`src/hw/rob_pkg.sv`:
```
/*
  Reorder buffer package
  Fixed configuration and the bundled types shared by the reorder buffer blocks
*/

package rob_pkg;

  // Number of reorder entries, one per outstanding request
  localparam int NUM_ENTRIES = 8;
  // Entry ID width, the minimum that addresses every entry
  localparam int ENTRY_ID_W = $clog2(NUM_ENTRIES);
  // Width of the response payload
  localparam int DATA_W = 16;
  // Cycles from a RAM read strobe to read data valid
  localparam int RAM_RD_LATENCY = 1;
  // Staging FIFO depth covers the read pipeline plus two slots of slack
  localparam int STAGING_DEPTH = RAM_RD_LATENCY + 2;
  // Credit counter must be able to hold the full FIFO depth
  localparam int CREDIT_W = $clog2(STAGING_DEPTH + 1);

  // Unordered response, written into the payload RAM at its entry ID
  typedef struct packed {
    logic [ENTRY_ID_W-1:0] entry_id;
    logic [DATA_W-1:0]     data;
  } resp_push_s;

  // Read request toward the payload RAM
  typedef struct packed {
    logic [ENTRY_ID_W-1:0] addr;
  } ram_rd_s;

endpackage

```
`src/hw/rob_tracker.sv`:
```
/*
  Reorder tracker
  Keeps a free/allocated/returned state per entry and releases the oldest
  entry in allocation order once its response has come back
*/

`timescale 1ns/1ps

module rob_tracker (
  input  logic                           clk,
  input  logic                           rst_n,
  // Allocation port
  input  logic                           alloc_ready,
  output logic                           alloc_valid,
  output logic [rob_pkg::ENTRY_ID_W-1:0] alloc_entry_id,
  // Unordered response strobe
  input  logic                           resp_push_valid,
  input  logic [rob_pkg::ENTRY_ID_W-1:0] resp_push_entry_id,
  // In-order completion toward the read side
  input  logic                           complete_ready,
  output logic                           complete_valid,
  output logic [rob_pkg::ENTRY_ID_W-1:0] complete_entry_id
);

  import rob_pkg::*;

  // Per-entry life cycle, the last code is never used
  typedef enum logic [1:0] {
    ENTRY_FREE     = 2'b00,
    ENTRY_ALLOC    = 2'b01,
    ENTRY_RETURNED = 2'b10
  } entry_state_e;

  entry_state_e          state [NUM_ENTRIES];
  logic [ENTRY_ID_W-1:0] alloc_ptr;
  logic [ENTRY_ID_W-1:0] oldest_ptr;
  logic                  alloc_fire;
  logic                  complete_fire;

  // IDs are handed out in rotating order, so the next one is free only
  // when the entry it points at has been fully drained
  assign alloc_valid    = (state[alloc_ptr] == ENTRY_FREE);
  assign alloc_entry_id = alloc_ptr;
  assign alloc_fire     = alloc_valid && alloc_ready;

  // The oldest entry completes only after its response is in the RAM
  assign complete_valid    = (state[oldest_ptr] == ENTRY_RETURNED);
  assign complete_entry_id = oldest_ptr;
  assign complete_fire     = complete_valid && complete_ready;

  // Both pointers wrap at NUM_ENTRIES
  always_ff @(posedge clk or negedge rst_n) begin
    if (!rst_n) begin
      alloc_ptr  <= '0;
      oldest_ptr <= '0;
    end else begin
      if (alloc_fire) begin
        alloc_ptr <= (alloc_ptr == ENTRY_ID_W'(NUM_ENTRIES - 1)) ? '0 : alloc_ptr + 1'b1;
      end
      if (complete_fire) begin
        oldest_ptr <= (oldest_ptr == ENTRY_ID_W'(NUM_ENTRIES - 1)) ? '0 : oldest_ptr + 1'b1;
      end
    end
  end

  // The three updates always hit different entries: allocation takes a free
  // one, a push hits an allocated one and a completion a returned one
  always_ff @(posedge clk or negedge rst_n) begin
    if (!rst_n) begin
      for (int i = 0; i < NUM_ENTRIES; i++) begin
        state[i] <= ENTRY_FREE;
      end
    end else begin
      if (alloc_fire) begin
        state[alloc_ptr] <= ENTRY_ALLOC;
      end
      if (resp_push_valid) begin
        state[resp_push_entry_id] <= ENTRY_RETURNED;
      end
      if (complete_fire) begin
        state[oldest_ptr] <= ENTRY_FREE;
      end
    end
  end

endmodule

```
`src/hw/rob_read_credit.sv`:
```
/*
  Read credit counter
  Turns in-order completions into RAM reads while the staging FIFO has room
*/

`timescale 1ns/1ps

module rob_read_credit (
  input  logic                           clk,
  input  logic                           rst_n,
  // Completion from the tracker
  input  logic                           complete_valid,
  input  logic [rob_pkg::ENTRY_ID_W-1:0] complete_entry_id,
  output logic                           complete_ready,
  // Read request toward the RAM
  output logic                           rd_valid,
  output rob_pkg::ram_rd_s               rd_req,
  // One credit per item popped from the staging FIFO
  input  logic                           credit_return
);

  import rob_pkg::*;

  logic [CREDIT_W-1:0] credit_count;

  // A completion is accepted only when a FIFO slot is reserved for its data
  assign complete_ready = (credit_count != '0);
  assign rd_valid       = complete_valid && complete_ready;
  assign rd_req.addr    = complete_entry_id;

  // Starts full, since the FIFO is empty out of reset
  // A read and a returned credit in the same cycle cancel out
  always_ff @(posedge clk or negedge rst_n) begin
    if (!rst_n) begin
      credit_count <= CREDIT_W'(STAGING_DEPTH);
    end else begin
      case ({rd_valid, credit_return})
        2'b10:   credit_count <= credit_count - 1'b1;
        2'b01:   credit_count <= credit_count + 1'b1;
        default: credit_count <= credit_count;
      endcase
    end
  end

endmodule

```
`src/hw/rob_ram.sv`:
```
/*
  Payload RAM
  1R1W array indexed by entry ID with a fixed read latency and a data valid strobe
*/

`timescale 1ns/1ps

module rob_ram (
  input  logic                       clk,
  input  logic                       rst_n,
  // Write port, fed straight from the unordered responses
  input  logic                       wr_valid,
  input  rob_pkg::resp_push_s        wr,
  // Read port
  input  logic                       rd_valid,
  input  rob_pkg::ram_rd_s           rd_req,
  output logic                       rd_data_valid,
  output logic [rob_pkg::DATA_W-1:0] rd_data
);

  import rob_pkg::*;

  logic [DATA_W-1:0]         mem [NUM_ENTRIES];
  logic [DATA_W-1:0]         data_q [RAM_RD_LATENCY];
  logic [RAM_RD_LATENCY-1:0] vld_q;

  // A write always lands before any read of the same entry, because the
  // tracker only completes an entry after its push
  always_ff @(posedge clk) begin
    if (wr_valid) begin
      mem[wr.entry_id] <= wr.data;
    end
  end

  // Registered read followed by any extra latency stages
  always_ff @(posedge clk) begin
    if (rd_valid) begin
      data_q[0] <= mem[rd_req.addr];
    end
    for (int s = 1; s < RAM_RD_LATENCY; s++) begin
      data_q[s] <= data_q[s-1];
    end
  end

  // Valid strobe tracks the data through the same number of stages
  always_ff @(posedge clk or negedge rst_n) begin
    if (!rst_n) begin
      vld_q <= '0;
    end else begin
      vld_q[0] <= rd_valid;
      for (int s = 1; s < RAM_RD_LATENCY; s++) begin
        vld_q[s] <= vld_q[s-1];
      end
    end
  end

  assign rd_data_valid = vld_q[RAM_RD_LATENCY-1];
  assign rd_data       = data_q[RAM_RD_LATENCY-1];

endmodule

```
`src/hw/rob_staging_fifo.sv`:
```
/*
  Staging FIFO
  Flop ring behind the RAM that holds read data against pop back-pressure
  and hands a credit back for every pop
*/

`timescale 1ns/1ps

module rob_staging_fifo (
  input  logic                       clk,
  input  logic                       rst_n,
  // Push side, driven by RAM read data
  input  logic                       push_valid,
  input  logic [rob_pkg::DATA_W-1:0] push_data,
  // Pop side, the reordered output
  input  logic                       pop_ready,
  output logic                       pop_valid,
  output logic [rob_pkg::DATA_W-1:0] pop_data,
  // Pulses once per pop transfer
  output logic                       credit_return
);

  import rob_pkg::*;

  logic [DATA_W-1:0]                    ring [STAGING_DEPTH];
  logic [$clog2(STAGING_DEPTH)-1:0]     wr_ptr;
  logic [$clog2(STAGING_DEPTH)-1:0]     rd_ptr;
  logic [CREDIT_W-1:0]                  items;
  logic                                 pop_fire;

  // Head of the ring is shown directly, so data holds while stalled
  assign pop_valid     = (items != '0);
  assign pop_data      = ring[rd_ptr];
  assign pop_fire      = pop_valid && pop_ready;
  assign credit_return = pop_fire;

  // No full check is needed, the credit counter bounds the pushes
  always_ff @(posedge clk) begin
    if (push_valid) begin
      ring[wr_ptr] <= push_data;
    end
  end

  always_ff @(posedge clk or negedge rst_n) begin
    if (!rst_n) begin
      wr_ptr <= '0;
      rd_ptr <= '0;
      items  <= '0;
    end else begin
      if (push_valid) begin
        wr_ptr <= (wr_ptr == ($bits(wr_ptr))'(STAGING_DEPTH - 1)) ? '0 : wr_ptr + 1'b1;
      end
      if (pop_fire) begin
        rd_ptr <= (rd_ptr == ($bits(rd_ptr))'(STAGING_DEPTH - 1)) ? '0 : rd_ptr + 1'b1;
      end
      // Simultaneous push and pop leave the count unchanged
      case ({push_valid, pop_fire})
        2'b10:   items <= items + 1'b1;
        2'b01:   items <= items - 1'b1;
        default: items <= items;
      endcase
    end
  end

endmodule

```
`src/hw/rob_top.sv`:
```
/*
  Reorder buffer top level
  Allocates entry IDs, stores out-of-order responses and pops them in allocation order
*/

`timescale 1ns/1ps

module rob_top (
  input  logic                           clk,
  input  logic                           rst_n,
  // Allocation port
  input  logic                           alloc_ready,
  output logic                           alloc_valid,
  output logic [rob_pkg::ENTRY_ID_W-1:0] alloc_entry_id,
  // Unordered response push, a strobe with no ready
  input  logic                           resp_push_valid,
  input  rob_pkg::resp_push_s            resp_push,
  // Reordered pop
  input  logic                           pop_ready,
  output logic                           pop_valid,
  output logic [rob_pkg::DATA_W-1:0]     pop_data
);

  import rob_pkg::*;

  // Tracker to credit counter
  logic                  complete_valid;
  logic                  complete_ready;
  logic [ENTRY_ID_W-1:0] complete_entry_id;
  // Credit counter to RAM
  logic                  rd_valid;
  ram_rd_s               rd_req;
  // RAM to FIFO
  logic                  rd_data_valid;
  logic [DATA_W-1:0]     rd_data;
  // FIFO back to credit counter
  logic                  credit_return;

  // Orders the completions and hands out IDs
  rob_tracker tracker_i (
    .clk                (clk),
    .rst_n              (rst_n),
    .alloc_ready        (alloc_ready),
    .alloc_valid        (alloc_valid),
    .alloc_entry_id     (alloc_entry_id),
    .resp_push_valid    (resp_push_valid),
    .resp_push_entry_id (resp_push.entry_id),
    .complete_ready     (complete_ready),
    .complete_valid     (complete_valid),
    .complete_entry_id  (complete_entry_id)
  );

  // Gates reads on free FIFO slots
  rob_read_credit read_credit_i (
    .clk               (clk),
    .rst_n             (rst_n),
    .complete_valid    (complete_valid),
    .complete_entry_id (complete_entry_id),
    .complete_ready    (complete_ready),
    .rd_valid          (rd_valid),
    .rd_req            (rd_req),
    .credit_return     (credit_return)
  );

  // Responses are written at their own entry ID
  rob_ram ram_i (
    .clk           (clk),
    .rst_n         (rst_n),
    .wr_valid      (resp_push_valid),
    .wr            (resp_push),
    .rd_valid      (rd_valid),
    .rd_req        (rd_req),
    .rd_data_valid (rd_data_valid),
    .rd_data       (rd_data)
  );

  rob_staging_fifo staging_fifo_i (
    .clk           (clk),
    .rst_n         (rst_n),
    .push_valid    (rd_data_valid),
    .push_data     (rd_data),
    .pop_ready     (pop_ready),
    .pop_valid     (pop_valid),
    .pop_data      (pop_data),
    .credit_return (credit_return)
  );

endmodule

```
`config.mk`:
```
export PLATFORM = sky130hd
export DESIGN_NAME = rob_top
export DESIGN_NICKNAME = d
export VERILOG_FILES = /design/src/hw/rob_pkg.sv /design/src/hw/rob_tracker.sv /design/src/hw/rob_read_credit.sv /design/src/hw/rob_ram.sv /design/src/hw/rob_staging_fifo.sv /design/src/hw/rob_top.sv
export SDC_FILE = /design/constraint.sdc
export NUM_CORES = 1
export LEC_CHECK = 0
export ABC_AREA = 1
export BUFFER_PORTS_ARGS = -buffer_cell sky130_fd_sc_hd__buf_2
export CORE_MARGIN = 5
export CORE_UTILIZATION = 58
export CTS_CLUSTER_DIAMETER = 50
export DETAILED_ROUTE_END_ITERATION = 10
export HOLD_SLACK_MARGIN = 0.06
export PLACE_DENSITY = 0.83
export RECOVER_POWER = 100
export SLEW_MARGIN = 10
export SYNTH_ARGS = -nofsm -noshare
export SYNTH_HDL_FRONTEND = slang
export SYNTH_HIERARCHICAL = 1
export SYNTH_SLANG_ARGS = --single-unit
export TNS_END_PERCENT = 5
```
`constraint.sdc`:
```
create_clock -name clk -period 6.1 [get_ports clk]
set_input_delay 1.22 -clock clk [delete_from_list [all_inputs] [get_ports clk]]
set_output_delay 1.22 -clock clk [all_outputs]
set_load 0.02 [all_outputs]
```
# After elaboration in Yosys (flattened, before gate mapping)
# Memory sizes are Yosys's and may differ from the RTL's.
# Index checks and enable logic that the tools add are counted.
[totals]
regBits = 31
memories = 3
ram_bits = 192
input_bits = 24
out_inout_bits = 21
[memory_table]
columns = ["memory", "depth", "word_bits", "read_ports", "rd_ports_with_merged_regs", "wr", "line", "source"]
rows = [
  ["ram_i.mem", 8, 16, 1, 0, 1, "rob_ram.sv:23", "logic [DATA_W-1:0] mem [NUM_ENTRIES];"],
  ["staging_fifo_i.ring", 3, 16, 1, 0, 1, "rob_staging_fifo.sv:25", "logic [DATA_W-1:0] ring [STAGING_DEPTH];"],
  ["ram_i.data_q", 1, 16, 1, 0, 1, "rob_ram.sv:24", "logic [DATA_W-1:0] data_q [RAM_RD_LATENCY];"],
]
[classes]
n_mux = 27
bitwise = 11
n_lt_le_gt_ge = 6
n_eq_ne = 9
n_addsub = 8
n_reduce_logical = 11
[op_table]
columns = ["operator", "n"]
rows = [
  ["2-to-1 mux 16 bit", 3],
  ["demux 2 bit (select 3 bit)", 3],
  ["2-to-1 mux 2 bit", 9],
  ["AND 16 bit", 1],
  ["AND 8 bit", 2],
  ["NOT 16 bit", 1],
  ["NOT 8 bit", 2],
  ["bitwise OR 8 bit", 2],
  ["binary-select mux 2 bit (select 3 bit)", 2],
  ["greater-or-equal comparator 4 bit (second input constant)", 3],
  ["less-than comparator 4 x 1 -> 1 bit (second input constant)", 3],
  ["NOT 3 -> 4 bit", 3],
  ["equality test 2 bit (second input constant)", 5],
  ["adder 2 x 1 -> 2 bit (second input constant)", 4],
  ["one-hot mux 2 bit (2 select lines)", 2],
  ["nonzero test 2 bit", 4],
  ["adder 3 x 1 -> 3 bit (second input constant)", 2],
  ["equality test 3 bit (second input constant)", 2],
  ["logical AND 1 bit", 6],
  ["2-to-1 mux 1 bit", 6],
  ["2-to-1 mux 3 bit", 2],
  ["equality test 2 x 1 -> 1 bit (second input constant)", 2],
  ["subtractor 2 x 1 -> 2 bit (second input constant)", 2],
  ["logical NOT 2 bit", 1],
]

# Longest topological paths before layout
# Gate-level depths: netlist (run 1).
[depth]
word_depth = 12
mapped_depth = 15
mapped_depth_nobuf = 14

# Cells and area by module
# The synthesis (run 1) kept the hierarchy.
[by_module_without_submodules]
columns = ["mod", "cells_per_inst", "area_each_um2", "instances", "seq_area_each_um2"]
rows = [
  ["rob_ram", 588, 6174.7, 1, 4349.2],
  ["rob_staging_fifo", 156, 2043.2, 1, 1591.5],
  ["rob_tracker", 223, 1520.2, 1, 550.5],
  ["rob_read_credit", 24, 162.7, 1, 52.6],
]

# Worst setup path after synthesis (run 1)
# OpenSTA, ideal clock, no wires.
[synth_path]
kind = "flip-flop to output port"
from = "reg tracker_i.alloc_ptr[0] (netlist: tracker_i/alloc_entry_id[0])"
to = "out alloc_valid"
n_path_buf = 3
path_stages_with_launch = 12
t_required_ps = 4880
t_arrival_ps = 1369
slack_ps = 3511
path_cell_list = "dfrtp_1 buf_6 inv_2 buf_6 nand2_2 nand2_1 nand2_1 nand2_1 nand2_1 nand2_1 nor2_2 buf_6"
[synth_between]
elab_chain_len = 5
[synth_lines]
columns = ["element", "line", "source"]
rows = [
  ["start: declaration", "rob_tracker.sv:35", "logic [ENTRY_ID_W-1:0] alloc_ptr;"],
  ["start signal: assignment", "rob_tracker.sv:58", "alloc_ptr <= (alloc_ptr == ENTRY_ID_W'(NUM_ENTRIES - 1)) ? '0 : alloc_ptr + 1'b1;"],
  ["NOT 3 -> 4 bit (not written as such)", "rob_tracker.sv:42", "assign alloc_valid = (state[alloc_ptr] == ENTRY_FREE);"],
  ["binary-select mux 2 bit (select 3 bit)", "rob_tracker.sv:42", ""],
  ["2-to-1 mux 2 bit (not written as such) (2 in series)", "rob_tracker.sv:42", ""],
  ["logical NOT 2 bit", "rob_tracker.sv:42", ""],
  ["end: declaration", "rob_top.sv:13", "output logic alloc_valid,"],
]
# Every way passes these cells. The select of a mux whose other input is x is not followed.

# Worst setup path after layout (run 1)
# Same ends and word-level chain as after synthesis.

==> results of run 1 <==
routing by layer:
layer  routed length (microns)  share of wire  GRT usage
met2                      9480           0.49      0.339
met3                      1440          0.074     0.0315
met1                      8120           0.42      0.259
met5                         0              0          0
met4                       410          0.021     0.0576
cell usage after synthesis, types with 5 or more instances:
cell type	n
nand3_1	99
buf_4	13
nand3_2	7
edfxtp_1	192
ha_1	6
buf_6	11
dfrtp_1	29
a21oi_1	6
nor2_1	46
buf_2	16
o21ai_0	11
a21oi_2	7
nand2_1	362
inv_1	164
nand2_2	5
path summary, 6_finish.rpt:
| kind | cells after the start | slack [ns] | from | to |
|---|---|---|---|---|
| setup / recovery | 9 | 1.96 | tracker_i/alloc_entry_id[0]$_DFFE_PN0N_ | alloc_valid |
| hold / removal | 0 | 0.47 | ram_i/data_q[0][0]$_DFFE_PP_ | staging_fifo_i/ring[1][0]$_DFFE_PP_ |
| setup reg to reg | 7 | 2.29 | tracker_i/complete_entry_id[0]$_DFFE_PN0N_ | ram_i/data_q[0][10]$_DFFE_PP_ |
| hold reg to reg | 0 | 0.47 | ram_i/data_q[0][0]$_DFFE_PP_ | staging_fifo_i/ring[1][0]$_DFFE_PP_ |
| max in group asynchronous | 1 | 3.94 | rst_n | staging_fifo_i/items[0]$_DFFE_PN0P_ |
| min in group asynchronous | 1 | 1.16 | rst_n | tracker_i/alloc_entry_id[1]$_DFFE_PN0N_ |
cell families after synthesis:
logic type               after synthesis  synth area share
buffers and inverters                209            0.0945
adder cells (fa/ha/maj)                6           0.00758
AND/OR/NAND/NOR                      528             0.221
XOR/XNOR                               1          0.000885
flip-flops                           223             0.661
AO/OA/AOI/OAI                         24            0.0148
sequential cells by signal (all words and copies together), names as in the netlist, 2 cells and up:
register,flops
staging_fifo_i/items,2
staging_fifo_i/rd_ptr,2
tracker_i/state,16
read_credit_i/credit_count,2
ram_i/data_q,16
ram_i/mem,128
staging_fifo_i/wr_ptr,2
tracker_i/complete_entry_id,3
staging_fifo_i/ring,48
tracker_i/alloc_entry_id,3
final cells by class:
class                   count  share of cell area
flip-flops and latches    223               0.607
multi-input cells         559               0.221
inverters                 168              0.0585
clock buffers              31              0.0562
well taps                 220              0.0255
repair buffers             55              0.0204
clock inverters             9              0.0106
where the power goes:
group | leakage [nW] | switching, mW | internal [mW] | total, mW
sequential | 2.12 | 0.216 | 2.00 | 2.21
combinational | 2.27 | 1.11 | 0.454 | 1.56
clock | 0.348 | 0.550 | 0.786 | 1.34
stage by stage:
| stage | utilization | total power, mW | hold WS (ns) | instances | setup WS, ns |
|---|---|---|---|---|---|
| final | 0.647 | 5.11 | 0.468 | 1265 | 1.96 |
| after global routing | 0.647 | 5.43 | 0.489 | 1265 | 1.74 |
| after CTS | 0.655 | 5.17 | 0.462 | 1265 | 2.35 |
| after detailed placement | 0.612 | 3.81 | 0.453 | 1225 | 2.89 |
| after global placement | 0.612 | 3.75 | 0.444 | 1225 | 2.98 |
| after floorplan | - | 3.48 | 0.440 | 991 | 3.51 |
critical path, delay by kind of cell, from the launching register on:
family	cells	cell delay [ns]
buffers and inverters	2	0.62
DFF	1	0.66
and+or+nand+nor	7	1.12
==> flow_summary.ini, run 1 <==
[synthesis]
yosysSeqAreaShare = 0.661
synth_fp_nets = 1021
synth_area_sq_um = 9900
yosysTopAreaCellShare = 0.582
synth_warnings = 6
synth.distinct_cells = 24
synth_top_area_cell = edfxtp_1
avgSynthCellArea_sq_um = 9.99
ys_seq_elements = 223
synth_top_cells_by_area = edfxtp_1, nand2_1, dfrtp_1
async_reset_ff_frac = 0.139
synth_ff_type = edfxtp_1
synth_edf_count = 192
syn_inst = 991

[final_layout]
regArea_sq_um = 6540
insertedDiodeCount = 0
num-fill-cells = 1229
layout_common_cells = nand2_1, edfxtp_1, inv_1
area_delta_synth_final_pct = 8.82
nNetsFinal = 1060
layout-drive-gt1-share = 0.0536
layout_commonest_cell = nand2_1
finalInstanceArea_sq_um = 10800
multiInputGateArea_sq_um = 2380

[worst_setup_path]
critPathMaxStageDelay_ns = 0.74
path_cells = inv_1 -> nand2_2 -> nand2_1 -> nand2_1 -> nand2_1 -> nand2_1 -> nand2_1 -> nor2_1 -> clkbuf_1
critPathKind = flop to primary output
cp.required_ns = 4.88
slowest_stage = nor2_1
crit_path_start_kind = flop
cp.arrival_ns = 2.92
cp_common_cell = nand2_1
endpoint_kind = primary output
cp_max_fo = 18

[clocking]
post-cts-setup-buffer-count = 0
clkTransAtPathRegs_ns = 0.06
cts_tree = yes
cts_resized = 0
cts_made_buffers = 23
clock-root-buffer = clkbuf_16
clock_sinks = 223
clk_latency_ns = 0.51
h-tree-depth = 1
clock_path_buffers = 3
cts_hold_buf = 0

[grt]
grt_max_degree = 65
grt_pass1_vias = 6255
grt-ovfl-total = 0
grt_usage = 0.196
antenna_found_initial = 0
grt_pass1_wl_microns = 31400

[detailed_routing]
finalWirelength_microns = 19500
via_per_inst = 5.15
detailedRoute.firstIterationViolations = 581
first_pass_iters = 5
wl_per_cell_microns = 15.4
vias = 6512
antenna_left = 0
drcViolationCount = 0

[outcome]
outcome = finished with violations
violations = capacitance limit, slew limit

[pwr]
ir_drop_uv = 267
powerDensity_nw_per_um2 = 474
p_leak_nw = 4.74

[sta]
setup-violations-final = 0
totalNegativeSetupSlack_ns = 0
slew_viol_final = 97
fin_crit_sh = 0.678
finClkSkew_ns = 0.0144
timing.fmax_mhz = 242
worstMarginPinSlew_ns = 2.02
hold_violations = 0
rsz0062_at_grt = no
min_period_ns = 4.14
maxSlewHeadroom = -0.347

[place]
io_buffers = 44
routabilityCongestion = 0.829
dpl.hpwl_microns = 11200
placedInstanceArea_sq_um = 10200

[flow_run]
maxCapViolations = 2

[floorplan]
rows = 47
die_h_microns = 141
coreArea_sq_um = 16600
die_area_sq_um = 19800
ios = 45
die_x_microns = 141
start_util = 0.595

[min_path]
min_path_type = flop to flop
Power figures use the tool's default switching activity.
==> run 2: changes to the inputs <==
--- a/config.mk
+++ b/config.mk
@@ -8,11 +8,11 @@
 export ABC_AREA = 1
 export BUFFER_PORTS_ARGS = -buffer_cell sky130_fd_sc_hd__buf_2
 export CORE_MARGIN = 5
-export CORE_UTILIZATION = 58
+export CORE_UTILIZATION = 55
 export CTS_CLUSTER_DIAMETER = 50
 export DETAILED_ROUTE_END_ITERATION = 10
 export HOLD_SLACK_MARGIN = 0.06
-export PLACE_DENSITY = 0.83
+export PLACE_DENSITY = 0.82
 export RECOVER_POWER = 100
 export SLEW_MARGIN = 10
 export SYNTH_ARGS = -nofsm -noshare
==> constraint.sdc (replaced) <==
create_clock -name clk -period 3.65 [get_ports clk]
set_input_delay 0.73 -clock clk [delete_from_list [all_inputs] [get_ports clk]]
set_output_delay 0.73 -clock clk [all_outputs]
set_load 0.02 [all_outputs]
==> run 2 against run 1 <==
The flow still finishes with violations (capacitance limit, slew limit). Utilization down 4.0 points. Final cell count up 1.1%. Sequential share of layout area down 0.39 points.
==> flow_summary.ini, run 2 (synthesis gave the netlist of run 1 again) <==
[worst_setup_path]
r2r-start = tracker_i/complete_entry_id[0]$_DFFE_PN0N_
critPathMaxStageDelay_ns = 0.65
critPathKind = flop to primary output
path_cells = inv_1 -> nand2_1 -> nand2_1 -> nand2_1 -> nand2_1 -> nand2_1 -> nand2_1 -> nor2_2 -> buf_4 -> clkbuf_1
cp.required_ns = 2.92
reg2reg_depth = 6
cp.arrival_ns = 2.43
worst-path-buf-inv = 3
slowest_stage = dfrtp_1
worst_r2r_endpoint = ram_i/data_q[0][7]$_DFFE_PP_
endpoint_kind = primary output
crit_family = buffers and inverters
r2r_slack_ns = 0.61
cp_max_fo = 18
cp_common_cell = nand2_1
crit_path_start_kind = flop

[clocking]
cts_hold_buf = 0
clk_latency_ns = 0.53
clkTransAtPathRegs_ns = 0.06
cts_made_buffers = 24
clock_sinks = 223
cts_resized = 0
post-cts-setup-buffer-count = 0
cts_tree = yes
h-tree-depth = 1
clock-root-buffer = clkbuf_16
clock_path_buffers = 3

[final_layout]
regArea_sq_um = 6540
layout_common_cells = nand2_1, edfxtp_1, inv_1
stdcell_count = 1279
multiInputGateArea_sq_um = 2400
final_util = 0.608
layout-drive-gt1-share = 0.0638
finalInstanceArea_sq_um = 10800
nNetsFinal = 1063
area_delta_synth_final_pct = 9.53
insertedDiodeCount = 0
layout_commonest_cell = nand2_1
largest_reg_flops = 128
largest-register = ram_i/mem
num-fill-cells = 1397
reg_top3 = ram_i/mem x128, staging_fifo_i/ring x48

[place]
place_ws_ns = 1.18
routabilityCongestion = 0.828
io_buffers = 44
placedInstanceArea_sq_um = 10200
dp.cells = 1236
dpl.hpwl_microns = 11600

[sta]
min_period_ns = 3.16
hold_violations = 0
slew_viol_final = 97
finClkSkew_ns = 0.0185
fin_crit_sh = 0.866
maxSlewHeadroom = -0.318
fin_ws_ns = 0.489
rsz0062_at_grt = no
setup-violations-final = 0
totalNegativeSetupSlack_ns = 0
worstMarginPinSlew_ns = 1.97
holdWs_ns = 0.485
timing.fmax_mhz = 316

[pwr]
powerDensity_nw_per_um2 = 796
ir_drop_uv = 471
p_leak_nw = 4.76
finalPower_mw = 8.63

[detailed_routing]
wl_per_cell_microns = 15.5
via_per_inst = 5.14
antenna_left = 0
vias = 6573
first_pass_iters = 5
detailedRoute.firstIterationViolations = 587
drcViolationCount = 0
finalWirelength_microns = 19900

[grt]
antenna_found_initial = 0
grt_pass1_wl_microns = 31500
grt_usage = 0.193
grt_max_degree = 65
grt-ovfl-total = 0
grt_pass1_vias = 6300

[min_path]
min_path_type = flop to flop
hold_start = staging_fifo_i/items[1]$_DFFE_PN0P_
min_path_cells = 2
min_to = staging_fifo_i/items[1]$_DFFE_PN0P_

[floorplan]
start_util = 0.555
die_area_sq_um = 20800
coreArea_sq_um = 17800
rows = 49
ios = 45
die_x_microns = 144
die_h_microns = 144

[outcome]
outcome = finished with violations
violations = capacitance limit, slew limit

[flow_run]
maxCapViolations = 2
[run 2: changes by cell type in the layout (fill, tap and decap cells not counted), sizes merged]
cell      before  now
inv          169  170
buf            7    9
clkinv         6   10
clkbuf        79   77
clkinvlp       0    1
bufinv         2    1
[run 2: area by class of cell]
| class | count | area share |
|---|---|---|
| timing repair buffer | 57 | 0.0217 |
| multi-input combinational | 559 | 0.222 |
| clock inverter | 14 | 0.0115 |
| tap | 229 | 0.0264 |
| clock buffer | 29 | 0.0571 |
| sequential | 223 | 0.603 |
| inverter | 168 | 0.0582 |
[run 2: worst max-delay path by stage]
stage                                       startpoint          end  slack (ns)  cells past startpoint
3_3_place_gp   tracker_i/alloc_entry_id[0]$_DFFE_PN0N_  alloc_valid        1.23                     10
3_5_place_dp   tracker_i/alloc_entry_id[0]$_DFFE_PN0N_  alloc_valid        1.18                     10
2_1_floorplan  tracker_i/alloc_entry_id[0]$_DFFE_PN0N_  alloc_valid        1.55                     11
5_1_grt        tracker_i/alloc_entry_id[0]$_DFFE_PN0N_  alloc_valid        0.25                     10
6_report       tracker_i/alloc_entry_id[0]$_DFFE_PN0N_  alloc_valid        0.49                     10
4_1_cts        tracker_i/alloc_entry_id[0]$_DFFE_PN0N_  alloc_valid        0.64                     10
[run 2: routing by layer]
layer | vias to the layer above | track usage | share of wire
li1 | 3214 | - | -
met1 | 3111 | 0.243 | 0.41
met2 | 215 | 0.336 | 0.50
met3 | 33 | 0.0374 | 0.069
met4 | 0 | 0.0692 | 0.020
met5 | - | 0 | 0
[run 2: where the power goes]
part | internal, mW | switching [mW]
Combinational | 0.786 | 1.89
Clock | 1.30 | 0.973
Sequential | 3.34 | 0.350
[run 2: worst reg2reg max path, stage by stage, from the launching register on]
cell and delay, ns:
dfrtp_1 0.64, inv_1 1.54, nand2_1 0.25, nand3_1 0.19, nand2_1 0.07, nand2_1 0.06, nand2_1 0.06
